`config.mk`:
```
export PLATFORM = sky130hd
export DESIGN_NAME = alu_cluster_top
export DESIGN_NICKNAME = d
export VERILOG_FILES = /design/src/hw/alu_cluster_pkg.sv /design/src/hw/instr_decode.sv /design/src/hw/alu_exec.sv /design/src/hw/result_commit.sv /design/src/hw/alu_cluster_top.sv
export VERILOG_INCLUDE_DIRS = /design/src /design/src/hw
export SDC_FILE = /design/constraint.sdc
export NUM_CORES = 2
export LEC_CHECK = 0
export BUFFER_PORTS_ARGS = -buffer_cell sky130_fd_sc_hd__buf_2
export CAP_MARGIN = 20
export CORE_MARGIN = 10
export CORE_UTILIZATION = 35
export CTS_BUF_LIST = sky130_fd_sc_hd__clkbuf_4 sky130_fd_sc_hd__clkbuf_8
export CTS_CLUSTER_DIAMETER = 200
export CTS_CLUSTER_SIZE = 30
export DETAILED_ROUTE_END_ITERATION = 6
export GPL_TIMING_DRIVEN = 0
export PLACE_DENSITY = 0.51
export SLEW_MARGIN = 20
export SYNTH_ARGS = -nofsm -noshare
export SYNTH_HDL_FRONTEND = slang
export SYNTH_SLANG_ARGS = --single-unit
```
`constraint.sdc`:
```
create_clock -name clk -period 5.7 [get_ports clk]
set_input_delay 1.14 -clock clk [delete_from_list [all_inputs] [get_ports clk]]
set_output_delay 1.14 -clock clk [all_outputs]
set_load 0.01 [all_outputs]
```
`src/hw/alu_cluster_macros.svh`:
```
// ********************
// Integer ALU cluster
// Width, register file, queue and credit sizes
// ********************

`ifndef ALU_CLUSTER_MACROS_SVH
`define ALU_CLUSTER_MACROS_SVH

// Data path width
`define XLEN 32

// Architectural registers, x0 included
`define REG_COUNT 32

// Result queue entries and issuer credits after reset
`define RESULT_QUEUE_DEPTH 4

// Writeback credits granted by the consumer after reset
`define WB_CREDITS 2

`endif

```
`src/hw/alu_cluster_pkg.sv`:
```
// ********************
// Integer ALU cluster
// Shared word types and ALU command encoding
// ********************

`default_nettype none

`include "alu_cluster_macros.svh"

package alu_cluster_pkg;

    // Data word of the execution path
    typedef logic [`XLEN-1:0] xlen_word_t;

    // Raw RV32 instruction word
    typedef logic [31:0] instr_word_t;

    // Register index
    typedef logic [4:0] reg_addr_t;

    // Commands understood by the ALU stage
    typedef enum logic [2:0] {
        ALU_ADD,
        ALU_SUB,
        ALU_AND,
        ALU_OR,
        ALU_XOR,
        ALU_ILLEGAL
    } alu_cmd_t;

endpackage

`default_nettype wire

```
`src/hw/instr_decode.sv`:
```
// ********************
// Instruction decode stage
// Maps RV32 ALU words to commands, reads operands with bypass
// ********************

`timescale 1ns/10ps
`default_nettype none

`include "alu_cluster_macros.svh"

module instr_decode (
    input  wire                                clk,
    input  wire                                rst_n,
    input  wire                                i_instr_valid,
    input  wire alu_cluster_pkg::instr_word_t  i_instr,
    output alu_cluster_pkg::reg_addr_t         o_rf_rs1_addr,
    output alu_cluster_pkg::reg_addr_t         o_rf_rs2_addr,
    input  wire alu_cluster_pkg::xlen_word_t   i_rf_rs1_data,
    input  wire alu_cluster_pkg::xlen_word_t   i_rf_rs2_data,
    input  wire                                i_ex_valid,
    input  wire alu_cluster_pkg::reg_addr_t    i_ex_rd,
    input  wire alu_cluster_pkg::xlen_word_t   i_ex_data,
    input  wire                                i_ex_illegal,
    output logic                               o_dec_valid,
    output alu_cluster_pkg::alu_cmd_t          o_dec_cmd,
    output alu_cluster_pkg::reg_addr_t         o_dec_rd,
    output alu_cluster_pkg::reg_addr_t         o_dec_rs1,
    output alu_cluster_pkg::reg_addr_t         o_dec_rs2,
    output logic                               o_dec_rs2_used,
    output alu_cluster_pkg::xlen_word_t        o_dec_op_a,
    output alu_cluster_pkg::xlen_word_t        o_dec_op_b
);
    localparam logic [6:0] OPC_OP     = 7'b0110011;
    localparam logic [6:0] OPC_OP_IMM = 7'b0010011;

    logic [6:0]                  opcode;
    logic [2:0]                  funct3;
    logic [6:0]                  funct7;
    alu_cluster_pkg::alu_cmd_t   cmd;
    logic                        rs2_used;
    logic                        ex_bypass_ok;
    alu_cluster_pkg::xlen_word_t imm;
    alu_cluster_pkg::xlen_word_t rs1_val;
    alu_cluster_pkg::xlen_word_t rs2_val;

    assign opcode = i_instr[6:0];
    assign funct3 = i_instr[14:12];
    assign funct7 = i_instr[31:25];

    // Sign-extended I-type immediate
    assign imm = {{(`XLEN - 12){i_instr[31]}}, i_instr[31:20]};

    assign rs2_used = (opcode == OPC_OP);

    always_comb begin
        cmd = alu_cluster_pkg::ALU_ILLEGAL;
        if (opcode == OPC_OP) begin
            case ({funct7, funct3})
                {7'b0000000, 3'b000}: cmd = alu_cluster_pkg::ALU_ADD;
                {7'b0100000, 3'b000}: cmd = alu_cluster_pkg::ALU_SUB;
                {7'b0000000, 3'b100}: cmd = alu_cluster_pkg::ALU_XOR;
                {7'b0000000, 3'b110}: cmd = alu_cluster_pkg::ALU_OR;
                {7'b0000000, 3'b111}: cmd = alu_cluster_pkg::ALU_AND;
                default:              cmd = alu_cluster_pkg::ALU_ILLEGAL;
            endcase
        end else if (opcode == OPC_OP_IMM) begin
            // RV32 has no SUBI so funct7 belongs to the immediate here
            case (funct3)
                3'b000:  cmd = alu_cluster_pkg::ALU_ADD;
                3'b100:  cmd = alu_cluster_pkg::ALU_XOR;
                3'b110:  cmd = alu_cluster_pkg::ALU_OR;
                3'b111:  cmd = alu_cluster_pkg::ALU_AND;
                default: cmd = alu_cluster_pkg::ALU_ILLEGAL;
            endcase
        end
    end

    assign o_rf_rs1_addr = i_instr[19:15];
    assign o_rf_rs2_addr = i_instr[24:20];

    // Distance-two bypass from the execute output
    assign ex_bypass_ok = i_ex_valid && !i_ex_illegal && (i_ex_rd != '0);
    assign rs1_val = (ex_bypass_ok && (i_ex_rd == o_rf_rs1_addr)) ? i_ex_data : i_rf_rs1_data;
    assign rs2_val = (ex_bypass_ok && (i_ex_rd == o_rf_rs2_addr)) ? i_ex_data : i_rf_rs2_data;

    always_ff @(posedge clk or negedge rst_n) begin
        if (!rst_n) begin
            o_dec_valid <= 1'b0;
        end else begin
            o_dec_valid <= i_instr_valid;
        end
    end

    always_ff @(posedge clk) begin
        if (i_instr_valid) begin
            o_dec_cmd      <= cmd;
            o_dec_rd       <= i_instr[11:7];
            o_dec_rs1      <= o_rf_rs1_addr;
            o_dec_rs2      <= o_rf_rs2_addr;
            o_dec_rs2_used <= rs2_used;
            o_dec_op_a     <= rs1_val;
            o_dec_op_b     <= rs2_used ? rs2_val : imm;
        end
    end

endmodule

`default_nettype wire

```
`src/hw/alu_exec.sv`:
```
// ********************
// Registered ALU stage
// ADD, SUB, AND, OR, XOR with carry and illegal flags
// ********************

`timescale 1ns/10ps
`default_nettype none

`include "alu_cluster_macros.svh"

module alu_exec (
    input  wire                               clk,
    input  wire                               rst_n,
    input  wire                               i_dec_valid,
    input  wire alu_cluster_pkg::alu_cmd_t    i_dec_cmd,
    input  wire alu_cluster_pkg::reg_addr_t   i_dec_rd,
    input  wire alu_cluster_pkg::reg_addr_t   i_dec_rs1,
    input  wire alu_cluster_pkg::reg_addr_t   i_dec_rs2,
    input  wire                               i_dec_rs2_used,
    input  wire alu_cluster_pkg::xlen_word_t  i_dec_op_a,
    input  wire alu_cluster_pkg::xlen_word_t  i_dec_op_b,
    output logic                              o_ex_valid,
    output alu_cluster_pkg::reg_addr_t        o_ex_rd,
    output alu_cluster_pkg::xlen_word_t       o_ex_data,
    output logic                              o_ex_illegal,
    output logic                              o_ex_carry
);
    logic                        fwd_ok;
    alu_cluster_pkg::xlen_word_t op_a;
    alu_cluster_pkg::xlen_word_t op_b;
    logic [`XLEN:0]              wide_res;
    logic                        carry;

    // Distance-one forward from our own last result
    assign fwd_ok = o_ex_valid && !o_ex_illegal && (o_ex_rd != '0);
    assign op_a = (fwd_ok && (i_dec_rs1 == o_ex_rd)) ? o_ex_data : i_dec_op_a;
    assign op_b = (fwd_ok && i_dec_rs2_used && (i_dec_rs2 == o_ex_rd)) ? o_ex_data : i_dec_op_b;

    // One extra bit so the add/sub carry falls out on top
    always_comb begin
        carry = 1'b0;
        case (i_dec_cmd)
            alu_cluster_pkg::ALU_ADD: begin
                wide_res = {1'b0, op_a} + {1'b0, op_b};
                carry    = wide_res[`XLEN];
            end
            alu_cluster_pkg::ALU_SUB: begin
                wide_res = {1'b0, op_a} - {1'b0, op_b};
                carry    = wide_res[`XLEN];
            end
            alu_cluster_pkg::ALU_AND: wide_res = {1'b0, op_a & op_b};
            alu_cluster_pkg::ALU_OR:  wide_res = {1'b0, op_a | op_b};
            alu_cluster_pkg::ALU_XOR: wide_res = {1'b0, op_a ^ op_b};
            default:                  wide_res = '0;
        endcase
    end

    always_ff @(posedge clk or negedge rst_n) begin
        if (!rst_n) begin
            o_ex_valid <= 1'b0;
        end else begin
            o_ex_valid <= i_dec_valid;
        end
    end

    always_ff @(posedge clk) begin
        if (i_dec_valid) begin
            o_ex_rd      <= i_dec_rd;
            o_ex_data    <= wide_res[`XLEN-1:0];
            o_ex_illegal <= (i_dec_cmd == alu_cluster_pkg::ALU_ILLEGAL);
            o_ex_carry   <= carry;
        end
    end

endmodule

`default_nettype wire

```
`src/hw/result_commit.sv`:
```
// ********************
// Result commit stage
// Register file, result queue and credit handling
// ********************

`timescale 1ns/10ps
`default_nettype none

`include "alu_cluster_macros.svh"

module result_commit (
    input  wire                               clk,
    input  wire                               rst_n,
    input  wire                               i_ex_valid,
    input  wire alu_cluster_pkg::reg_addr_t   i_ex_rd,
    input  wire alu_cluster_pkg::xlen_word_t  i_ex_data,
    input  wire                               i_ex_illegal,
    input  wire                               i_ex_carry,
    input  wire alu_cluster_pkg::reg_addr_t   i_rf_rs1_addr,
    input  wire alu_cluster_pkg::reg_addr_t   i_rf_rs2_addr,
    output alu_cluster_pkg::xlen_word_t       o_rf_rs1_data,
    output alu_cluster_pkg::xlen_word_t       o_rf_rs2_data,
    output logic                              o_issue_credit,
    output logic                              o_wb_valid,
    output alu_cluster_pkg::reg_addr_t        o_wb_rd,
    output alu_cluster_pkg::xlen_word_t       o_wb_data,
    output logic                              o_wb_illegal,
    output logic                              o_wb_carry,
    input  wire                               i_wb_credit
);
    localparam int QW  = $clog2(`RESULT_QUEUE_DEPTH);
    localparam int CW  = $clog2(`RESULT_QUEUE_DEPTH + 1);
    localparam int WCW = $clog2(`WB_CREDITS + 1);

    alu_cluster_pkg::xlen_word_t rf_mem [`REG_COUNT];
    alu_cluster_pkg::reg_addr_t  q_rd [`RESULT_QUEUE_DEPTH];
    alu_cluster_pkg::xlen_word_t q_data [`RESULT_QUEUE_DEPTH];
    logic                        q_illegal [`RESULT_QUEUE_DEPTH];
    logic                        q_carry [`RESULT_QUEUE_DEPTH];
    logic [QW-1:0]               wr_ptr;
    logic [QW-1:0]               rd_ptr;
    logic [CW-1:0]               q_count;
    logic [WCW-1:0]              wb_credit_cnt;
    logic                        rf_we;
    logic                        pop;

    // x0 is hardwired
    assign o_rf_rs1_data = (i_rf_rs1_addr == '0) ? '0 : rf_mem[i_rf_rs1_addr];
    assign o_rf_rs2_data = (i_rf_rs2_addr == '0) ? '0 : rf_mem[i_rf_rs2_addr];

    assign rf_we = i_ex_valid && !i_ex_illegal && (i_ex_rd != '0);

    always_ff @(posedge clk or negedge rst_n) begin
        if (!rst_n) begin
            for (int i = 0; i < `REG_COUNT; i++) begin
                rf_mem[i] <= '0;
            end
        end else if (rf_we) begin
            rf_mem[i_ex_rd] <= i_ex_data;
        end
    end

    // Every result is queued including illegal ones
    always_ff @(posedge clk) begin
        if (i_ex_valid) begin
            q_rd[wr_ptr]      <= i_ex_rd;
            q_data[wr_ptr]    <= i_ex_data;
            q_illegal[wr_ptr] <= i_ex_illegal;
            q_carry[wr_ptr]   <= i_ex_carry;
        end
    end

    // Beat needs an entry and a downstream credit
    assign pop            = (q_count != '0) && (wb_credit_cnt != '0);
    assign o_wb_valid     = pop;
    assign o_issue_credit = pop;
    assign o_wb_rd        = q_rd[rd_ptr];
    assign o_wb_data      = q_data[rd_ptr];
    assign o_wb_illegal   = q_illegal[rd_ptr];
    assign o_wb_carry     = q_carry[rd_ptr];

    always_ff @(posedge clk or negedge rst_n) begin
        if (!rst_n) begin
            wr_ptr        <= '0;
            rd_ptr        <= '0;
            q_count       <= '0;
            wb_credit_cnt <= WCW'(`WB_CREDITS);
        end else begin
            if (i_ex_valid) begin
                wr_ptr <= (wr_ptr == QW'(`RESULT_QUEUE_DEPTH - 1)) ? '0 : wr_ptr + 1'b1;
            end
            if (pop) begin
                rd_ptr <= (rd_ptr == QW'(`RESULT_QUEUE_DEPTH - 1)) ? '0 : rd_ptr + 1'b1;
            end
            case ({i_ex_valid, pop})
                2'b10:   q_count <= q_count + 1'b1;
                2'b01:   q_count <= q_count - 1'b1;
                default: q_count <= q_count;
            endcase
            // Returned pulse and spent beat may cancel out
            case ({i_wb_credit, pop})
                2'b10:   wb_credit_cnt <= wb_credit_cnt + 1'b1;
                2'b01:   wb_credit_cnt <= wb_credit_cnt - 1'b1;
                default: wb_credit_cnt <= wb_credit_cnt;
            endcase
        end
    end

endmodule

`default_nettype wire

```
`src/hw/alu_cluster_top.sv`:
```
// ********************
// Integer ALU cluster top
// Decode, execute and commit with credit flow control
// ********************

`timescale 1ns/10ps
`default_nettype none

module alu_cluster_top (
    input  wire                               clk,
    input  wire                               rst_n,
    input  wire                               i_instr_valid,
    input  wire alu_cluster_pkg::instr_word_t i_instr,
    output logic                              o_issue_credit,
    output logic                              o_wb_valid,
    output alu_cluster_pkg::reg_addr_t        o_wb_rd,
    output alu_cluster_pkg::xlen_word_t       o_wb_data,
    output logic                              o_wb_illegal,
    output logic                              o_wb_carry,
    input  wire                               i_wb_credit
);
    // Decode to execute
    logic                        dec_valid;
    alu_cluster_pkg::alu_cmd_t   dec_cmd;
    alu_cluster_pkg::reg_addr_t  dec_rd;
    alu_cluster_pkg::reg_addr_t  dec_rs1;
    alu_cluster_pkg::reg_addr_t  dec_rs2;
    logic                        dec_rs2_used;
    alu_cluster_pkg::xlen_word_t dec_op_a;
    alu_cluster_pkg::xlen_word_t dec_op_b;

    // Execute to commit and the decode bypass
    logic                        ex_valid;
    alu_cluster_pkg::reg_addr_t  ex_rd;
    alu_cluster_pkg::xlen_word_t ex_data;
    logic                        ex_illegal;
    logic                        ex_carry;

    // Register file read ports
    alu_cluster_pkg::reg_addr_t  rf_rs1_addr;
    alu_cluster_pkg::reg_addr_t  rf_rs2_addr;
    alu_cluster_pkg::xlen_word_t rf_rs1_data;
    alu_cluster_pkg::xlen_word_t rf_rs2_data;

    instr_decode u_decode (
        .clk            (clk),
        .rst_n          (rst_n),
        .i_instr_valid  (i_instr_valid),
        .i_instr        (i_instr),
        .o_rf_rs1_addr  (rf_rs1_addr),
        .o_rf_rs2_addr  (rf_rs2_addr),
        .i_rf_rs1_data  (rf_rs1_data),
        .i_rf_rs2_data  (rf_rs2_data),
        .i_ex_valid     (ex_valid),
        .i_ex_rd        (ex_rd),
        .i_ex_data      (ex_data),
        .i_ex_illegal   (ex_illegal),
        .o_dec_valid    (dec_valid),
        .o_dec_cmd      (dec_cmd),
        .o_dec_rd       (dec_rd),
        .o_dec_rs1      (dec_rs1),
        .o_dec_rs2      (dec_rs2),
        .o_dec_rs2_used (dec_rs2_used),
        .o_dec_op_a     (dec_op_a),
        .o_dec_op_b     (dec_op_b)
    );

    alu_exec u_exec (
        .clk            (clk),
        .rst_n          (rst_n),
        .i_dec_valid    (dec_valid),
        .i_dec_cmd      (dec_cmd),
        .i_dec_rd       (dec_rd),
        .i_dec_rs1      (dec_rs1),
        .i_dec_rs2      (dec_rs2),
        .i_dec_rs2_used (dec_rs2_used),
        .i_dec_op_a     (dec_op_a),
        .i_dec_op_b     (dec_op_b),
        .o_ex_valid     (ex_valid),
        .o_ex_rd        (ex_rd),
        .o_ex_data      (ex_data),
        .o_ex_illegal   (ex_illegal),
        .o_ex_carry     (ex_carry)
    );

    result_commit u_commit (
        .clk            (clk),
        .rst_n          (rst_n),
        .i_ex_valid     (ex_valid),
        .i_ex_rd        (ex_rd),
        .i_ex_data      (ex_data),
        .i_ex_illegal   (ex_illegal),
        .i_ex_carry     (ex_carry),
        .i_rf_rs1_addr  (rf_rs1_addr),
        .i_rf_rs2_addr  (rf_rs2_addr),
        .o_rf_rs1_data  (rf_rs1_data),
        .o_rf_rs2_data  (rf_rs2_data),
        .o_issue_credit (o_issue_credit),
        .o_wb_valid     (o_wb_valid),
        .o_wb_rd        (o_wb_rd),
        .o_wb_data      (o_wb_data),
        .o_wb_illegal   (o_wb_illegal),
        .o_wb_carry     (o_wb_carry),
        .i_wb_credit    (i_wb_credit)
    );

endmodule

`default_nettype wire

```
==> metrics.cfg <==
[routing]
num_vias=51000
first_pass_iters=6
postRouteAntennaNets=0
drc=0
routedWlPerCell_um=33.8
avgViaCountPerCell=6.02
drt-total-wl_um=286000
drt_iter0_drc=5754

[setup_path]
worstReg2RegEnd=u_exec.o_ex_data[29]$_SDFFCE_PN0P_
cp.required_ps=6310
reg2reg_depth=20
timing.reg2reg.setup_slack_ps=100
cp-startpoint=u_exec.o_ex_illegal$_DFFE_PP_
worstSetupEndpoint=u_exec.o_ex_data[29]$_SDFFCE_PN0P_
arrival_ps=6210
r2r-start=u_exec.o_ex_illegal$_DFFE_PP_
crit_path_start_kind=flip-flop
path_class=flip-flop to flip-flop
cp_max_fo=8
endpoint_kind=flip-flop

[status]
outcome=finished, final reports clean

[floorplanning]
die_y_um=472
ioPinCount=77
die_x_um=472
die-area_um2=223000
initial_utilization=0.353
coreArea_um2=203000
rows=165

[sta]
max_slew_margin=0.132
max_slew.worst_pin.slew_ps=1300
maxSlewViolCount=0
finalCriticalPeriod_ps=5600
max_freq_ghz=0.179
period_share=0.982
finalSetupViolCount=0
clock_skew_ps=77.9
final_hold_viol_count=0
tns_ps=0

[logic_synthesis]
syn_nets=5719
ys.flop_type=dfrtp_1
ys_warn_count=0
avgSynthCellArea_um2=12.8
syn_inst=5576
ys_ff_latch=1313
yosysSeqAreaShare=0.479
synth_edf_count=278
synth_cell_types=82
async_flop_share=0.788
synth_area_um2=71500

[grt]
globalRouteOverflowTotal=0
grt_use_total=0.248
grt_pass1_wl_um=399000
antenna_found_initial=16
grt_max_degree=130
grt_pass1_vias=50100

[placed_design]
dpl.hpwl_um=219000
globalplace.congestion=0.965
place.port_buffers=76

[final_layout]
layout-drive-gt1-share=0.240
fin_util=0.382
layout.nets=5912
area_growth_pct=8.45
fillers=19500

[power_and_ir_drop]
p_per_area_nw_per_um2=305
peakVddDrop_mv=0.202
p_leak_nw=33.3

[cts]
cts_htree_levels=2
clkTransAtPathRegs_ps=190
clk_latency_ps=930
cts_made_buffers=49
hold_buffers=0
cts.sinks=1313
clock_path_buffers=3
cts_tree=built
clock-root-buffer=clkbuf_8

[flow_run]
drv_cap=0

[worst_hold_path]
hp-class=primary input to async pin

==> final cells by class <==
class / instances / area, µm² / share of cell area
inverter: 110 / 415 / 0.00536
tap: 2672 / 3340 / 0.0431
sequential: 1313 / 34300 / 0.442
timing repair buffer: 148 / 1350 / 0.0174
clock inverter: 2 / 16.3 / 0.000210
antenna: 9 / 22.5 / 0.000290
multi-input combinational: 3615 / 35100 / 0.453
clock buffer: 65 / 807 / 0.0104
buffer: 532 / 2220 / 0.0286
==> cell usage after synthesis, drive strengths merged, types with 104 or more instances <==
master | n | area share
nor2 | 204 | 0.011
mux4 | 331 | 0.10
a221oi | 130 | 0.016
buf | 145 | 0.0085
dfrtp | 1034 | 0.36
nand2 | 257 | 0.013
mux2i | 389 | 0.054
edfxtp | 278 | 0.12
clkbuf | 393 | 0.021
o21ai | 313 | 0.022
ha | 104 | 0.018
inv | 109 | 0.0058
a21oi | 258 | 0.018
mux2 | 1124 | 0.18
==> kinds of logic after synthesis <==
family,after synthesis,share of synthesized area
adders and majority gates,107,0.0190
buffers and inverters,648,0.0349
DFF,1313,0.479
AOI/OAI and AO/OA,1009,0.0897
and+or+nand+nor,622,0.0376
muxes,1844,0.336
xor gates and xnor gates,33,0.00404
==> routing by layer <==
layer	wire (µm)	global-route usage	vias to the layer above
met3	23500	0.0568	485
li1	-	-	21300
met2	129000	0.393	2258
met1	121000	0.333	26900
met4	12500	0.0910	10
met5	56	0	-
==> critical path, cell delays in order (launching register included) <==
cell and delay, ps:
edfxtp_1 470, nor2_4 270, o41ai_4 160, buf_12 150, nor4_4 380, buf_6 210, clkbuf_16 190, mux2i_4 270
inv_1 90, ha_1 300, buf_6 130, o21a_1 120, nor2_1 70, or4b_4 570, o211ai_4 300, o22ai_4 140
o41a_1 500, o21ai_2 150, a21oi_2 90, and3_1 180, or4_1 510
==> per-stage QoR <==
stage | instance area (µm²) | hold WS [ps] | std cells | total power [mW] | setup slack, ps
4_1_cts | 77200 | 123 | 8435 | 23.6 | 14.2
3_5_place_dp | 75900 | 407 | 8351 | 19.7 | -2190
6_report | 77500 | 170 | 8466 | 23.7 | 102
3_3_place_gp | 75200 | 442 | 8324 | 19.4 | -20450
5_1_grt | 77500 | 158 | 8458 | 24.7 | -21.0
2_1_floorplan | 71500 | 400 | 5576 | 16.8 | 217
==> where the power goes <==
| part | total (mW) | internal [mW] | switching [mW] |
|---|---|---|---|
| logic | 7.10 | 3.17 | 3.92 |
| registers | 12.6 | 11.3 | 1.30 |
| clock network | 3.96 | 0.915 | 3.04 |
| total | 23.7 | 15.4 | 8.26 |
==> worst min-delay path by stage <==
stage,slack [ps],from,to,cells after the start
after floorplan,400,u_decode.o_dec_rd[0]$_DFFE_PP_,u_exec.o_ex_rd[0]$_DFFE_PP_,0
after global placement,440,u_decode.o_dec_rd[3]$_DFFE_PP_,u_exec.o_ex_rd[3]$_DFFE_PP_,0
after detailed placement,410,u_decode.o_dec_rd[3]$_DFFE_PP_,u_exec.o_ex_rd[3]$_DFFE_PP_,0
after CTS,120,rst_n,u_commit.rf_mem[697]$_DFFE_PN0P_,1
after global routing,160,rst_n,u_commit.rf_mem[697]$_DFFE_PN0P_,1
final,170,rst_n,u_commit.rf_mem[697]$_DFFE_PN0P_,1
==> state kept, by name, indices dropped and copies added (netlist names), 4 cells and up <==
| signal | cells |
|---|---|
| u_commit.q_carry | 4 |
| u_commit.q_data | 128 |
| u_commit.q_illegal | 4 |
| u_commit.q_rd | 20 |
| u_commit.rf_mem | 1024 |
| u_decode.o_dec_op_a | 32 |
| u_decode.o_dec_op_b | 32 |
| u_decode.o_dec_rd | 5 |
| u_decode.o_dec_rs1 | 5 |
| u_decode.o_dec_rs2 | 5 |
| u_exec.o_ex_data | 32 |
| u_exec.o_ex_rd | 5 |
==> repair_timing <==
action / in CTS / in global routing
gates resized for setup: 62 / 30
buffers inserted: 22 / 20
setup endpoints to repair: 27 / 8
pin swaps: 9 / 13
==> cell usage in the layout, fill, tap and decap left out, types with 11 or more instances in the layout <==
cell	instances
buf_12	11
mux4_2	331
o221ai_1	16
a21o_1	17
xnor2_1	23
inv_1	70
a21oi_1	257
a22oi_1	94
nor2_1	202
clkbuf_8	53
buf_2	133
edfxtp_1	278
clkbuf_4	17
clkbuf_1	352
o21ai_1	59
mux2_2	647
a221oi_1	129
ha_1	101
inv_2	38
mux2i_1	378
mux2_1	477
o211ai_1	68
a31oi_1	13
o21ai_0	251
o22ai_1	16
nand3_1	51
dfrtp_1	1032
buf_4	41
buf_16	14
buf_1	81
nand2_1	257
nor3_1	21
nand2b_1	13
clkbuf_2	31
Note: power is estimated with default switching activity, not from simulation.
